## src/verilog/rv_decode_pkg.sv

```systemverilog
package rv_decode_pkg;

    localparam int XLEN       = 32;
    localparam int REG_ADDR_W = 5;

    // RV32I major opcodes
    localparam logic [6:0] OPC_LOAD   = 7'b0000011;
    localparam logic [6:0] OPC_STORE  = 7'b0100011;
    localparam logic [6:0] OPC_BRANCH = 7'b1100011;
    localparam logic [6:0] OPC_JAL    = 7'b1101111;
    localparam logic [6:0] OPC_JALR   = 7'b1100111;
    localparam logic [6:0] OPC_LUI    = 7'b0110111;
    localparam logic [6:0] OPC_AUIPC  = 7'b0010111;
    localparam logic [6:0] OPC_OP_IMM = 7'b0010011;
    localparam logic [6:0] OPC_OP     = 7'b0110011;
    localparam logic [6:0] OPC_FENCE  = 7'b0001111;

    localparam logic [6:0]      F7_BASE  = 7'b0000000;
    localparam logic [6:0]      F7_ALT   = 7'b0100000;  // SUB and SRA(I)
    localparam logic [XLEN-1:0] NOP_WORD = 32'h0000_0013;  // addi x0, x0, 0

    typedef enum logic [2:0] {
        BYPASS  = 3'd0,
        ADDER   = 3'd1,
        LOGICAL = 3'd2,
        SHIFTER = 3'd3,
        BRANCH  = 3'd4,
        MEMORY  = 3'd5
    } exec_unit_e;

    // First octal digit is the execution unit
    typedef enum logic [5:0] {
        NOP  = 6'o00, LUI  = 6'o01, INVALID = 6'o07,
        ADD  = 6'o10, SUB  = 6'o11, SLT  = 6'o12, SLTU = 6'o13,
        XOR  = 6'o20, OR   = 6'o21, AND  = 6'o22,
        SLL  = 6'o30, SRL  = 6'o31, SRA  = 6'o32,
        BEQ  = 6'o40, BNE  = 6'o41, BLT  = 6'o42, BGE  = 6'o43,
        BLTU = 6'o44, BGEU = 6'o45, JAL  = 6'o46, JALR = 6'o47,
        LB   = 6'o50, LH   = 6'o51, LW   = 6'o52, LBU  = 6'o53,
        LHU  = 6'o54, SB   = 6'o55, SH   = 6'o56, SW   = 6'o57
    } op_e;

    typedef enum logic [2:0] {
        R_TYPE, I_TYPE, S_TYPE, B_TYPE, U_TYPE, J_TYPE
    } fmt_e;

    typedef struct packed {
        logic [6:0]            funct7;
        logic [REG_ADDR_W-1:0] rs2;
        logic [REG_ADDR_W-1:0] rs1;
        logic [2:0]            funct3;
        logic [REG_ADDR_W-1:0] rd;
        logic [6:0]            opcode;
    } instr_r_s;

    typedef struct packed {
        logic [6:0]            imm_hi;
        logic [REG_ADDR_W-1:0] rs2;
        logic [REG_ADDR_W-1:0] rs1;
        logic [2:0]            funct3;
        logic [4:0]            imm_lo;
        logic [6:0]            opcode;
    } instr_s_s;

    typedef union packed {
        instr_r_s r;  // Register fields
        instr_s_s s;  // Split immediate fields
    } instr_u;

    typedef struct packed {
        op_e             op;
        logic [XLEN-1:0] first_op;
        logic [XLEN-1:0] second_op;
        logic [XLEN-1:0] third_op;
        logic [XLEN-1:0] pc;
        logic            exception;
    } decode_out_s;

    localparam decode_out_s DECODE_BUBBLE = '{
        op: NOP, first_op: '0, second_op: '0, third_op: '0, pc: '0, exception: 1'b0
    };

endpackage
```

## src/verilog/rv_decode.sv

```systemverilog
`timescale 1ns/1ps

module rv_decode import rv_decode_pkg::*; #(
    parameter int LOCK_DEPTH = 2
) (
    input  logic                  clk,
    input  logic                  reset,
    input  logic                  stall_i,
    input  instr_u                instruction_i,
    input  logic [XLEN-1:0]       pc_i,
    input  logic [XLEN-1:0]       regbank_data1_i,
    input  logic [XLEN-1:0]       regbank_data2_i,
    output logic [REG_ADDR_W-1:0] rs1_o,
    output logic [REG_ADDR_W-1:0] rs2_o,
    output logic [REG_ADDR_W-1:0] rd_o,
    output logic                  hazard_o,
    output decode_out_s           result_o
);

    instr_u          cur_instr;  // Replayed or fresh word
    op_e             op;
    logic [XLEN-1:0] first_op;
    logic [XLEN-1:0] second_op;
    logic [XLEN-1:0] third_op;

    issue_control #(
        .LOCK_DEPTH (LOCK_DEPTH)
    ) u_issue_control (
        .clk           (clk),
        .reset         (reset),
        .stall_i       (stall_i),
        .instruction_i (instruction_i),
        .op_i          (op),
        .cur_instr_o   (cur_instr),
        .rs1_o         (rs1_o),
        .rs2_o         (rs2_o),
        .rd_o          (rd_o),
        .hazard_o      (hazard_o)
    );

    op_decoder u_op_decoder (
        .instr_i (cur_instr),
        .op_o    (op)
    );

    operand_former u_operand_former (
        .instr_i         (cur_instr),
        .pc_i            (pc_i),
        .regbank_data1_i (regbank_data1_i),
        .regbank_data2_i (regbank_data2_i),
        .first_op_o      (first_op),
        .second_op_o     (second_op),
        .third_op_o      (third_op)
    );

    decode_stage_reg u_decode_stage_reg (
        .clk         (clk),
        .reset       (reset),
        .stall_i     (stall_i),
        .hazard_i    (hazard_o),
        .op_i        (op),
        .first_op_i  (first_op),
        .second_op_i (second_op),
        .third_op_i  (third_op),
        .pc_i        (pc_i),
        .result_o    (result_o)
    );

endmodule

```

## src/verilog/decode_stage_reg.sv

```systemverilog
`timescale 1ns/1ps

module decode_stage_reg import rv_decode_pkg::*; (
    input  logic            clk,
    input  logic            reset,
    input  logic            stall_i,
    input  logic            hazard_i,
    input  op_e             op_i,
    input  logic [XLEN-1:0] first_op_i,
    input  logic [XLEN-1:0] second_op_i,
    input  logic [XLEN-1:0] third_op_i,
    input  logic [XLEN-1:0] pc_i,
    output decode_out_s     result_o
);

    decode_out_s next_result;

    always_comb begin
        next_result.op        = op_i;
        next_result.first_op  = first_op_i;
        next_result.second_op = second_op_i;
        next_result.third_op  = third_op_i;
        next_result.pc        = pc_i;
        next_result.exception = (op_i == INVALID);  // Undecodable word
    end

    //////////////////////////////////////////////////////////////////////
    // Stage register
    //////////////////////////////////////////////////////////////////////

    always_ff @(posedge clk) begin
        if (reset) begin
            result_o <= DECODE_BUBBLE;
        end else if (!stall_i) begin
            result_o <= hazard_i ? DECODE_BUBBLE : next_result;  // Hold while stalled
        end
    end

    a_hazard_bubble: assert property (@(posedge clk) disable iff (reset)
        hazard_i && !stall_i |=> result_o.op == NOP && !result_o.exception);

endmodule

```

## src/verilog/issue_control.sv

```systemverilog
`timescale 1ns/1ps

module issue_control import rv_decode_pkg::*; #(
    parameter int LOCK_DEPTH = 2
) (
    input  logic                  clk,
    input  logic                  reset,
    input  logic                  stall_i,
    input  instr_u                instruction_i,
    input  op_e                   op_i,           // Operation of cur_instr_o
    output instr_u                cur_instr_o,
    output logic [REG_ADDR_W-1:0] rs1_o,
    output logic [REG_ADDR_W-1:0] rs2_o,
    output logic [REG_ADDR_W-1:0] rd_o,           // Oldest queue entry
    output logic                  hazard_o
);

    typedef struct packed {
        logic [REG_ADDR_W-1:0] rd;
        logic                  store;
    } lock_entry_s;

    lock_entry_s [LOCK_DEPTH-1:0] lock_q;
    lock_entry_s                  push_entry;
    instr_u                       last_instr;
    logic                         last_hazard;
    logic                         reg_hit;
    logic                         mem_busy;
    logic                         writes_rd;
    logic                         is_store;

    //////////////////////////////////////////////////////////////////////
    // Replay of the held instruction
    //////////////////////////////////////////////////////////////////////

    always_ff @(posedge clk) begin
        last_instr <= cur_instr_o;
    end

    always_ff @(posedge clk) begin
        if (reset) begin
            last_hazard <= 1'b0;
        end else begin
            last_hazard <= hazard_o;
        end
    end

    assign cur_instr_o = last_hazard ? last_instr : instruction_i;
    assign rs1_o       = cur_instr_o.r.rs1;
    assign rs2_o       = cur_instr_o.r.rs2;

    //////////////////////////////////////////////////////////////////////
    // Hazard detection against the lock queue
    //////////////////////////////////////////////////////////////////////

    always_comb begin
        reg_hit  = 1'b0;
        mem_busy = 1'b0;
        for (int i = 0; i < LOCK_DEPTH; i++) begin
            reg_hit  |= (rs1_o != '0 && lock_q[i].rd == rs1_o) ||
                        (rs2_o != '0 && lock_q[i].rd == rs2_o);
            mem_busy |= lock_q[i].store;
        end
    end

    assign hazard_o = reg_hit || (mem_busy && exec_unit_e'(op_i[5:3]) == MEMORY);

    assign is_store = op_i inside {SB, SH, SW};

    always_comb begin
        case (exec_unit_e'(op_i[5:3]))
            ADDER, LOGICAL, SHIFTER: writes_rd = 1'b1;
            BRANCH:                  writes_rd = (op_i == JAL) || (op_i == JALR);
            MEMORY:                  writes_rd = !is_store;
            default:                 writes_rd = (op_i == LUI);  // NOP, INVALID write nothing
        endcase
    end

    // A bubble locks nothing
    assign push_entry.rd    = (hazard_o || !writes_rd) ? '0 : cur_instr_o.r.rd;
    assign push_entry.store = !hazard_o && is_store;

    always_ff @(posedge clk) begin
        if (reset) begin
            lock_q <= '0;
        end else if (!stall_i) begin
            lock_q[0] <= push_entry;
            for (int i = 1; i < LOCK_DEPTH; i++) begin
                lock_q[i] <= lock_q[i-1];
            end
        end
    end

    assign rd_o = lock_q[LOCK_DEPTH-1].rd;

    a_bubble_push: assert property (@(posedge clk) disable iff (reset)
        hazard_o && !stall_i |=> lock_q[0] == '0);

endmodule

```

## src/verilog/operand_former.sv

```systemverilog
`timescale 1ns/1ps

module operand_former import rv_decode_pkg::*; (
    input  instr_u          instr_i,
    input  logic [XLEN-1:0] pc_i,
    input  logic [XLEN-1:0] regbank_data1_i,  // Answers rs1 this cycle
    input  logic [XLEN-1:0] regbank_data2_i,  // Answers rs2 this cycle
    output logic [XLEN-1:0] first_op_o,
    output logic [XLEN-1:0] second_op_o,
    output logic [XLEN-1:0] third_op_o
);

    fmt_e            fmt;
    logic [XLEN-1:0] imm;
    logic            sign;

    assign sign = instr_i.s.imm_hi[6];  // Bit 31 in every format

    //////////////////////////////////////////////////////////////////////
    // Format from the major opcode
    //////////////////////////////////////////////////////////////////////

    always_comb begin
        case (instr_i.s.opcode)
            OPC_OP_IMM, OPC_JALR, OPC_LOAD: fmt = I_TYPE;
            OPC_STORE:                      fmt = S_TYPE;
            OPC_BRANCH:                     fmt = B_TYPE;
            OPC_LUI, OPC_AUIPC:             fmt = U_TYPE;
            OPC_JAL:                        fmt = J_TYPE;
            default:                        fmt = R_TYPE;
        endcase
    end

    //////////////////////////////////////////////////////////////////////
    // Immediate assembly
    //////////////////////////////////////////////////////////////////////

    always_comb begin
        case (fmt)
            I_TYPE:  imm = {{20{sign}}, instr_i.s.imm_hi, instr_i.s.rs2};
            S_TYPE:  imm = {{20{sign}}, instr_i.s.imm_hi, instr_i.s.imm_lo};
            B_TYPE:  imm = {{19{sign}}, sign, instr_i.s.imm_lo[0],
                            instr_i.s.imm_hi[5:0], instr_i.s.imm_lo[4:1], 1'b0};
            U_TYPE:  imm = {instr_i.s.imm_hi, instr_i.s.rs2, instr_i.s.rs1,
                            instr_i.s.funct3, 12'b0};
            J_TYPE:  imm = {{11{sign}}, sign, instr_i.s.rs1, instr_i.s.funct3,
                            instr_i.s.rs2[0], instr_i.s.imm_hi[5:0],
                            instr_i.s.rs2[4:1], 1'b0};
            default: imm = '0;  // R format has none
        endcase
    end

    //////////////////////////////////////////////////////////////////////
    // Operand selection
    //////////////////////////////////////////////////////////////////////

    assign first_op_o = (fmt == U_TYPE || fmt == J_TYPE) ? pc_i : regbank_data1_i;

    assign second_op_o = (fmt == R_TYPE || fmt == B_TYPE) ? regbank_data2_i : imm;

    // Store data rides here, branch offset otherwise
    assign third_op_o = (fmt == S_TYPE) ? regbank_data2_i : imm;

endmodule

```

## src/verilog/op_decoder.sv

```systemverilog
`timescale 1ns/1ps

module op_decoder import rv_decode_pkg::*; (
    input  instr_u instr_i,  // Word being decoded
    output op_e    op_o
);

    always_comb begin
        op_o = INVALID;  // Anything left unmatched
        case (instr_i.r.opcode)
            OPC_LUI:   op_o = LUI;
            OPC_AUIPC: op_o = ADD;  // PC plus upper immediate
            OPC_JAL:   op_o = JAL;
            OPC_JALR: begin
                if (instr_i.r.funct3 == 3'b000) op_o = JALR;
            end
            OPC_BRANCH: begin
                case (instr_i.r.funct3)
                    3'b000:  op_o = BEQ;
                    3'b001:  op_o = BNE;
                    3'b100:  op_o = BLT;
                    3'b101:  op_o = BGE;
                    3'b110:  op_o = BLTU;
                    3'b111:  op_o = BGEU;
                    default: op_o = INVALID;
                endcase
            end
            OPC_LOAD: begin
                case (instr_i.r.funct3)
                    3'b000:  op_o = LB;
                    3'b001:  op_o = LH;
                    3'b010:  op_o = LW;
                    3'b100:  op_o = LBU;
                    3'b101:  op_o = LHU;
                    default: op_o = INVALID;
                endcase
            end
            OPC_STORE: begin
                case (instr_i.r.funct3)
                    3'b000:  op_o = SB;
                    3'b001:  op_o = SH;
                    3'b010:  op_o = SW;
                    default: op_o = INVALID;
                endcase
            end
            OPC_OP_IMM: begin
                case ({instr_i.r.funct7, instr_i.r.funct3}) inside
                    {7'b???????, 3'b000}: op_o = ADD;
                    {7'b???????, 3'b010}: op_o = SLT;
                    {7'b???????, 3'b011}: op_o = SLTU;
                    {7'b???????, 3'b100}: op_o = XOR;
                    {7'b???????, 3'b110}: op_o = OR;
                    {7'b???????, 3'b111}: op_o = AND;
                    {F7_BASE, 3'b001}:    op_o = SLL;  // Shamt lives in rs2 field
                    {F7_BASE, 3'b101}:    op_o = SRL;
                    {F7_ALT, 3'b101}:     op_o = SRA;
                    default:              op_o = INVALID;
                endcase
            end
            OPC_OP: begin
                case ({instr_i.r.funct7, instr_i.r.funct3})
                    {F7_BASE, 3'b000}: op_o = ADD;
                    {F7_ALT, 3'b000}:  op_o = SUB;
                    {F7_BASE, 3'b001}: op_o = SLL;
                    {F7_BASE, 3'b010}: op_o = SLT;
                    {F7_BASE, 3'b011}: op_o = SLTU;
                    {F7_BASE, 3'b100}: op_o = XOR;
                    {F7_BASE, 3'b101}: op_o = SRL;
                    {F7_ALT, 3'b101}:  op_o = SRA;
                    {F7_BASE, 3'b110}: op_o = OR;
                    {F7_BASE, 3'b111}: op_o = AND;
                    default:           op_o = INVALID;
                endcase
            end
            OPC_FENCE: begin
                if (instr_i.r.funct3 == 3'b000) op_o = NOP;  // No memory ordering to do here
            end
            default: op_o = INVALID;  // System and CSR space lands here too
        endcase
        if (instr_i.r == NOP_WORD) op_o = NOP;
    end

    // Even an X word must fall through to a defined operation
    a_op_known: assert final (!$isunknown(op_o));

endmodule

```

## config.mk

```make
export PLATFORM = sky130hd
export DESIGN_NAME = rv_decode
export DESIGN_NICKNAME = d
export VERILOG_FILES = /design/src/verilog/rv_decode_pkg.sv /design/src/verilog/rv_decode.sv /design/src/verilog/decode_stage_reg.sv /design/src/verilog/issue_control.sv /design/src/verilog/operand_former.sv /design/src/verilog/op_decoder.sv
export SDC_FILE = /design/constraint.sdc
export NUM_CORES = 1
export LEC_CHECK = 0
export ABC_AREA = 0
export BUFFER_PORTS_ARGS = -buffer_cell sky130_fd_sc_hd__buf_2
export CORE_UTILIZATION = 38
export DETAILED_ROUTE_END_ITERATION = 10
export PLACE_DENSITY = 0.6
export SETUP_SLACK_MARGIN = 0.15
export SLEW_MARGIN = 20
export SYNTH_ARGS = -nofsm -noshare
export SYNTH_HDL_FRONTEND = slang
export SYNTH_SLANG_ARGS = --single-unit
```

## constraint.sdc

```tcl
create_clock -name clk -period 5.4 [get_ports clk]
set_input_delay 1.08 -clock clk [delete_from_list [all_inputs] [get_ports clk]]
set_output_delay 1.08 -clock clk [all_outputs]
set_load 0.02 [all_outputs]
```

==> results of run 1 <==
==> power by group through the flow <==
stage	sequential [uW]	combinational, uW	clock [uW]
after floorplan	1540	330	0
after global placement	1480	606	0
after detailed placement	1480	608	0
after CTS	1450	611	1290
after global routing	1470	661	1340
final	1450	610	1260
==> registers in the layout, indices dropped and copies added, names as in the netlist <==
signal and flops:
u_issue_control.rd_o 5, u_decode_stage_reg.result_o 135, u_issue_control.last_instr 32, u_issue_control.lock_q 7, u_issue_control.last_hazard 1
==> cells by family (layout without fill, tap and decap cells) <==
kind of cell / after synthesis / after routing / synth area share [%]
DFF: 180 / 180 / 38.5
muxes: 120 / 120 / 13.0
and+or+nand+nor: 430 / 430 / 24.1
buffers and inverters: 130 / 354 / 6.54
adders and majority gates: 1 / 1 / 0.107
xor gates and xnor gates: 23 / 23 / 2.15
AOI/OAI and AO/OA: 253 / 253 / 15.6
other: 0 / 1 / 0
==> Yosys cell counts, types with 22 or more instances <==
library cell	n	area share, %
mux2i_1	110	12
nor3_1	24	1.3
nand3b_1	36	2.9
inv_1	22	0.88
o21ai_0	32	1.7
a21oi_1	159	8.5
clkbuf_1	60	2.4
dfxtp_1	180	38
or3_1	103	6.9
buf_4	23	1.8
nand2_1	165	6.6
nor2_1	31	1.2
==> layout make-up <==
class,instances,area share (%)
multi-input combinational,827,45.4
sequential,180,31.6
timing repair buffer,298,13.5
clock buffer,17,3.72
tap,324,3.55
clock inverter,14,1.42
inverter,25,0.821
antenna,1,0.0219
==> final timing paths <==
check | depth (start not counted) | end | slack (ns) | from
setup reg to reg | 11 | u_decode_stage_reg.result_o[129] | 1.10 | u_issue_control.last_hazard
hold / removal | 2 | u_decode_stage_reg.result_o[34] | 0.45 | u_decode_stage_reg.result_o[34]
setup / recovery | 9 | hazard_o | 0.67 | u_issue_control.last_hazard
hold reg to reg | 2 | u_decode_stage_reg.result_o[34] | 0.45 | u_decode_stage_reg.result_o[34]
==> worst register-to-register path: cells and delay by family, from the launching register on <==
kind	cells	cell delay, ns
buf+inv	3	1.29
simple gates	2	0.49
flops	1	0.90
compound gates	6	1.48
==> metal layers <==
metal / vias up / share of wire, % / global-route usage [%]
met5: - / 0 / 0
met4: 0 / 2.8 / 8.74
met3: 42 / 7.2 / 5.55
met2: 314 / 45 / 38.5
met1: 4265 / 45 / 32.2
li1: 4457 / - / -
==> metrics by stage <==
| step | hold slack, ns | instance area, sq um | power [uW] |
|---|---|---|---|
| floorplan | 0.449 | 9360 | 1870 |
| global placement | 0.442 | 10800 | 2090 |
| detailed placement | 0.442 | 10800 | 2090 |
| CTS | 0.452 | 11400 | 3350 |
| global route | 0.473 | 11400 | 3470 |
| finish | 0.450 | 11400 | 3320 |
==> run metrics, run 1 <==
Total Wirelength 31100 um; number of setup buffers added after CTS 0; synth warn 0; status complete, no violations; Crit path largest cell delay 0.90 ns; drt initial violations 726; drt first pass iters 5; Routability Congestion 0.921; Slowest cell on crit path dfxtp_2; layout cells sized above 1 25.9%; crit path DAT 3.65 ns; Yosys reg bits 180; post_cts resized 0; die area 0.0253 sq mm; worst slew pin tran 0.993 ns; sw frac 31.2%; Fin Clk Skew 0.0161 ns; Tcrit/Tclk final 87.6%; dpl ws 1.09 ns; Mean Syn Cell Area 8.23 sq um; routed vias 9078; Mapped Area 0.00936 sq mm; initial antenna violation count 2; pwr/cell area 291 mW/mm^2; crit path cell chain buf_4 > nor3b_1 > a22oi_1 > o221a_2 > o311a_1 > nand3_1 > a311oi_4 > inv_2 > buf_2; via/cell ratio 5.38; dpl hpwl 22800 um; detailed-route wire length per cell 18.5 um; largest net degree at the start of global routing 106; Layout Nets 1480; register area share after synthesis 38.5%; clock sinks 180; worst path bufs/invs 3; Final ANT Viol Nets 0; clk_lat worst skew 0.43 ns; relative slew slack 33.8%; Netlist cell types 64; total core area 0.0242 sq mm; site row count 57; VDD IR max 0.160 mV; RSZ-0062 raised after global routing no; CP Max Fanout 39; Overall Global Routing Usage 24.3%; commonest non-fill, non-tap cells in the layout buf_2, dfxtp_1, nand2_1; placed insts 1654; CTS max path bufs 2; P_int 2280 uW; vias in the first global route 8585; element type at the critical path start flip-flop; die height 159 um; area of the multi-input gates 0.00519 sq mm; Fill cells 2527; min setup slack post-route 0.668 ns; num ports 282; worst min-delay path class reg2reg; kind of critical path reg2out; gr ovfl total 0; setup_tns 0 ns; Layout Cells excl Fill 1686; Seq. cell area 0.00360 sq mm; CP Capture Type output pin; Syn-to-layout area delta 22.0%; Max Fclk 0.211 GHz; htree depth 4; Sw Pwr 1040 uW; Num CTS Buffers 17; leak pwr 0.00506 uW; Clk pin slew, worst setup/hold paths 0.07 ns; Top FF cell, synth dfxtp_1; FFs w/ async S/R, synth 0%; Flop pwr share 43.8%; Post-CTS Hold Fix Bufs 0; Logic pwr share 18.4%; first-pass GRT wire length 48500 um; max-slew violation count 0; max-cap violations 0; Mapped Cells 1137; Crit path max-delay family compound AO/OA/AOI/OAI gates; Setup Viol. Count Final 0; CTS tree yes; port bufs 281; die width 159 um; Core Util, Final 47.1%; Root Driver clkbuf_16; fin crit period 4.73 ns; final hold violations 0; DRC 0; Mapped Nets 1268; count of flip-flops with a built-in enable after synthesis 0; Worst EP required 4.32 ns; clock power share 37.8%; Starting Density 38.6%; commonest non-fill, non-tap cell in the layout buf_2
Power figures use the tool's default switching activity.
==> inputs of run 2 (changes only) <==
--- a/config.mk
+++ b/config.mk
@@ -9,7 +9,7 @@
 export BUFFER_PORTS_ARGS = -buffer_cell sky130_fd_sc_hd__buf_2
 export CORE_UTILIZATION = 38
 export DETAILED_ROUTE_END_ITERATION = 10
-export PLACE_DENSITY = 0.6
+export PLACE_DENSITY = 0.63
 export SETUP_SLACK_MARGIN = 0.15
 export SLEW_MARGIN = 20
 export SYNTH_ARGS = -nofsm -noshare
==> run metrics, run 2 (same netlist as run 1, synthesis figures left out) <==
status complete, no violations; Worst EP required 4.32 ns (about the same); port bufs 281 (unchanged); Final ANT Viol Nets 0 (unchanged); max FFs per register 135 (unchanged); worst path bufs/invs 3 (unchanged); commonest non-fill, non-tap cell in the layout buf_2; Root Driver clkbuf_16; DRC 0 (unchanged); Fin Clk Skew 0.0166 ns (+0.000521 ns); detailed-route wire length per cell 18.7 um (+1.6%); Max Fclk 0.223 GHz (+5.5%); dpl ws 1.09 ns (-0.00241 ns); initial antenna violation count 0 (-2); via/cell ratio 5.46 (+1.4%); Fill cells 2433 (-3.7%); Routability Congestion 0.968 (+5.1%); max-cap violations 0 (unchanged); fin crit period 4.48 ns (-0.248 ns); Post-CTS Hold Fix Bufs 0 (unchanged); max-slew violation count 0 (unchanged); leak pwr 0.00503 uW (-0.55%); worst min-delay path class reg2reg; setup_tns 0 ns (unchanged); largest net degree at the start of global routing 163 (+54%); RSZ-0062 raised after global routing no; placed insts 1652 (-0.12%); Clk pin slew, worst setup/hold paths 0.08 ns (about the same); pwr/cell area 288 mW/mm^2 (-0.82%); clock sinks 180 (unchanged); Crit path max-delay family compound AO/OA/AOI/OAI gates; CP Capture Type output pin; Total Wirelength 31600 um (+1.4%); routed vias 9188 (+1.2%); Layout Cells excl Fill 1683 (-0.18%); Num CTS Buffers 17 (unchanged); Slowest cell on crit path dfxtp_4; htree depth 4 (unchanged); dpl hpwl 22800 um (-0.36%); Overall Global Routing Usage 24.5% (+0.17 points); kind of critical path reg2out; vias in the first global route 8360 (-2.6%); relative slew slack 30.8% (-3.0 points); die width 159 um (unchanged); Layout Nets 1478 (-0.14%); first-pass GRT wire length 48500 um (+0.11%); clk_lat worst skew 0.43 ns (about the same); diodes inserted 0 (-1); crit path DAT 3.40 ns (-0.25 ns); drt first pass iters 6 (+1); commonest non-fill, non-tap cells in the layout buf_2, dfxtp_1, nand2_1; die area 0.0253 sq mm (unchanged); VDD IR max 0.161 mV (+0.69%); num ports 282 (unchanged); gr ovfl total 0 (unchanged); layout cells sized above 1 25.8% (-0.11 points); CTS tree yes; CTS max path bufs 2 (unchanged); Starting Density 38.6% (unchanged); Tcrit/Tclk final 83.1% (-4.6 points); Setup Viol. Count Final 0 (unchanged); number of setup buffers added after CTS 0 (unchanged); largest registers u_decode_stage_reg.result_o x135, u_issue_control.last_instr x32, u_issue_control.lock_q x7; Biggest register u_decode_stage_reg.result_o; die height 159 um (unchanged); site row count 57 (unchanged); worst slew pin tran 1.01 ns (+0.0167 ns); CP Max Fanout 59 (+51%); min setup slack post-route 0.915 ns (+0.248 ns); post_cts resized 0 (unchanged); drt initial violations 744 (+2.5%); element type at the critical path start flip-flop; crit path cell chain buf_4 > nor3b_1 > a22oi_1 > o221a_2 > o311a_1 > nand3_1 > a311oi_4 > inv_2 > buf_2; total core area 0.0242 sq mm (unchanged); Syn-to-layout area delta 21.7%; Crit path largest cell delay 0.76 ns (-0.14 ns); final hold violations 0 (unchanged)
-- run 2: changes by cell type in the layout (fill, tap and decap cells not counted), sizes merged --
cell / previous run / this run
clkinv: 6 / 4
diode: 1 / 0
bufinv: 1 / 0
clkinvlp: 0 / 3
buf: 298 / 296
-- run 2: per-layer routing --
| layer | up-vias | global-route usage, % | part of all wire (%) |
|---|---|---|---|
| met4 | 0 | 9.31 | 2.9 |
| met1 | 4306 | 33.2 | 45 |
| met2 | 368 | 37.7 | 44 |
| li1 | 4460 | - | - |
| met3 | 54 | 5.65 | 7.7 |
| met5 | - | 0 | 0 |
-- run 2: cell type report --
type | count | area [sq um] | share of cell area (%)
clock buffers | 17 | 425 | 3.73
clock inverters | 14 | 136 | 1.20
inverters | 25 | 93.8 | 0.824
multi-input cells | 827 | 5190 | 45.5
flip-flops and latches | 180 | 3610 | 31.7
well taps | 324 | 405 | 3.56
repair buffers | 296 | 1540 | 13.5
-- run 2: worst min-delay path, cell delays in order, from the launching register on --
cell     delay, ns
dfxtp_1       0.31
nand2_1       0.05
a21oi_1       0.05
-- run 2: path summary, 6_finish.rpt --
check                                  start                               end  slack, ns  cells after the start
max              u_issue_control.last_hazard                          hazard_o       0.92                      9
min          u_decode_stage_reg.result_o[34]   u_decode_stage_reg.result_o[34]       0.45                      2
max reg2reg      u_issue_control.last_hazard  u_decode_stage_reg.result_o[129]       1.38                     11
min reg2reg  u_decode_stage_reg.result_o[34]   u_decode_stage_reg.result_o[34]       0.45                      2
-- run 2: through the flow --
step	utilization [%]	total power [uW]	instance area, sq um	hold WS, ns
final	47.0	3280	11400	0.452
after global routing	47.0	3430	11400	0.467
after CTS	47.0	3310	11400	0.456
after detailed placement	44.7	2090	10800	0.445
after global placement	44.7	2090	10800	0.438
after floorplan	-	1870	9360	0.449
-- run 2: where the power goes --
group | total, uW | internal [uW] | switching (uW) | leakage, uW
clock network | 1220 | 610 | 605 | 0.000267
registers | 1460 | 1410 | 52.7 | 0.00148
logic | 611 | 220 | 390 | 0.00328
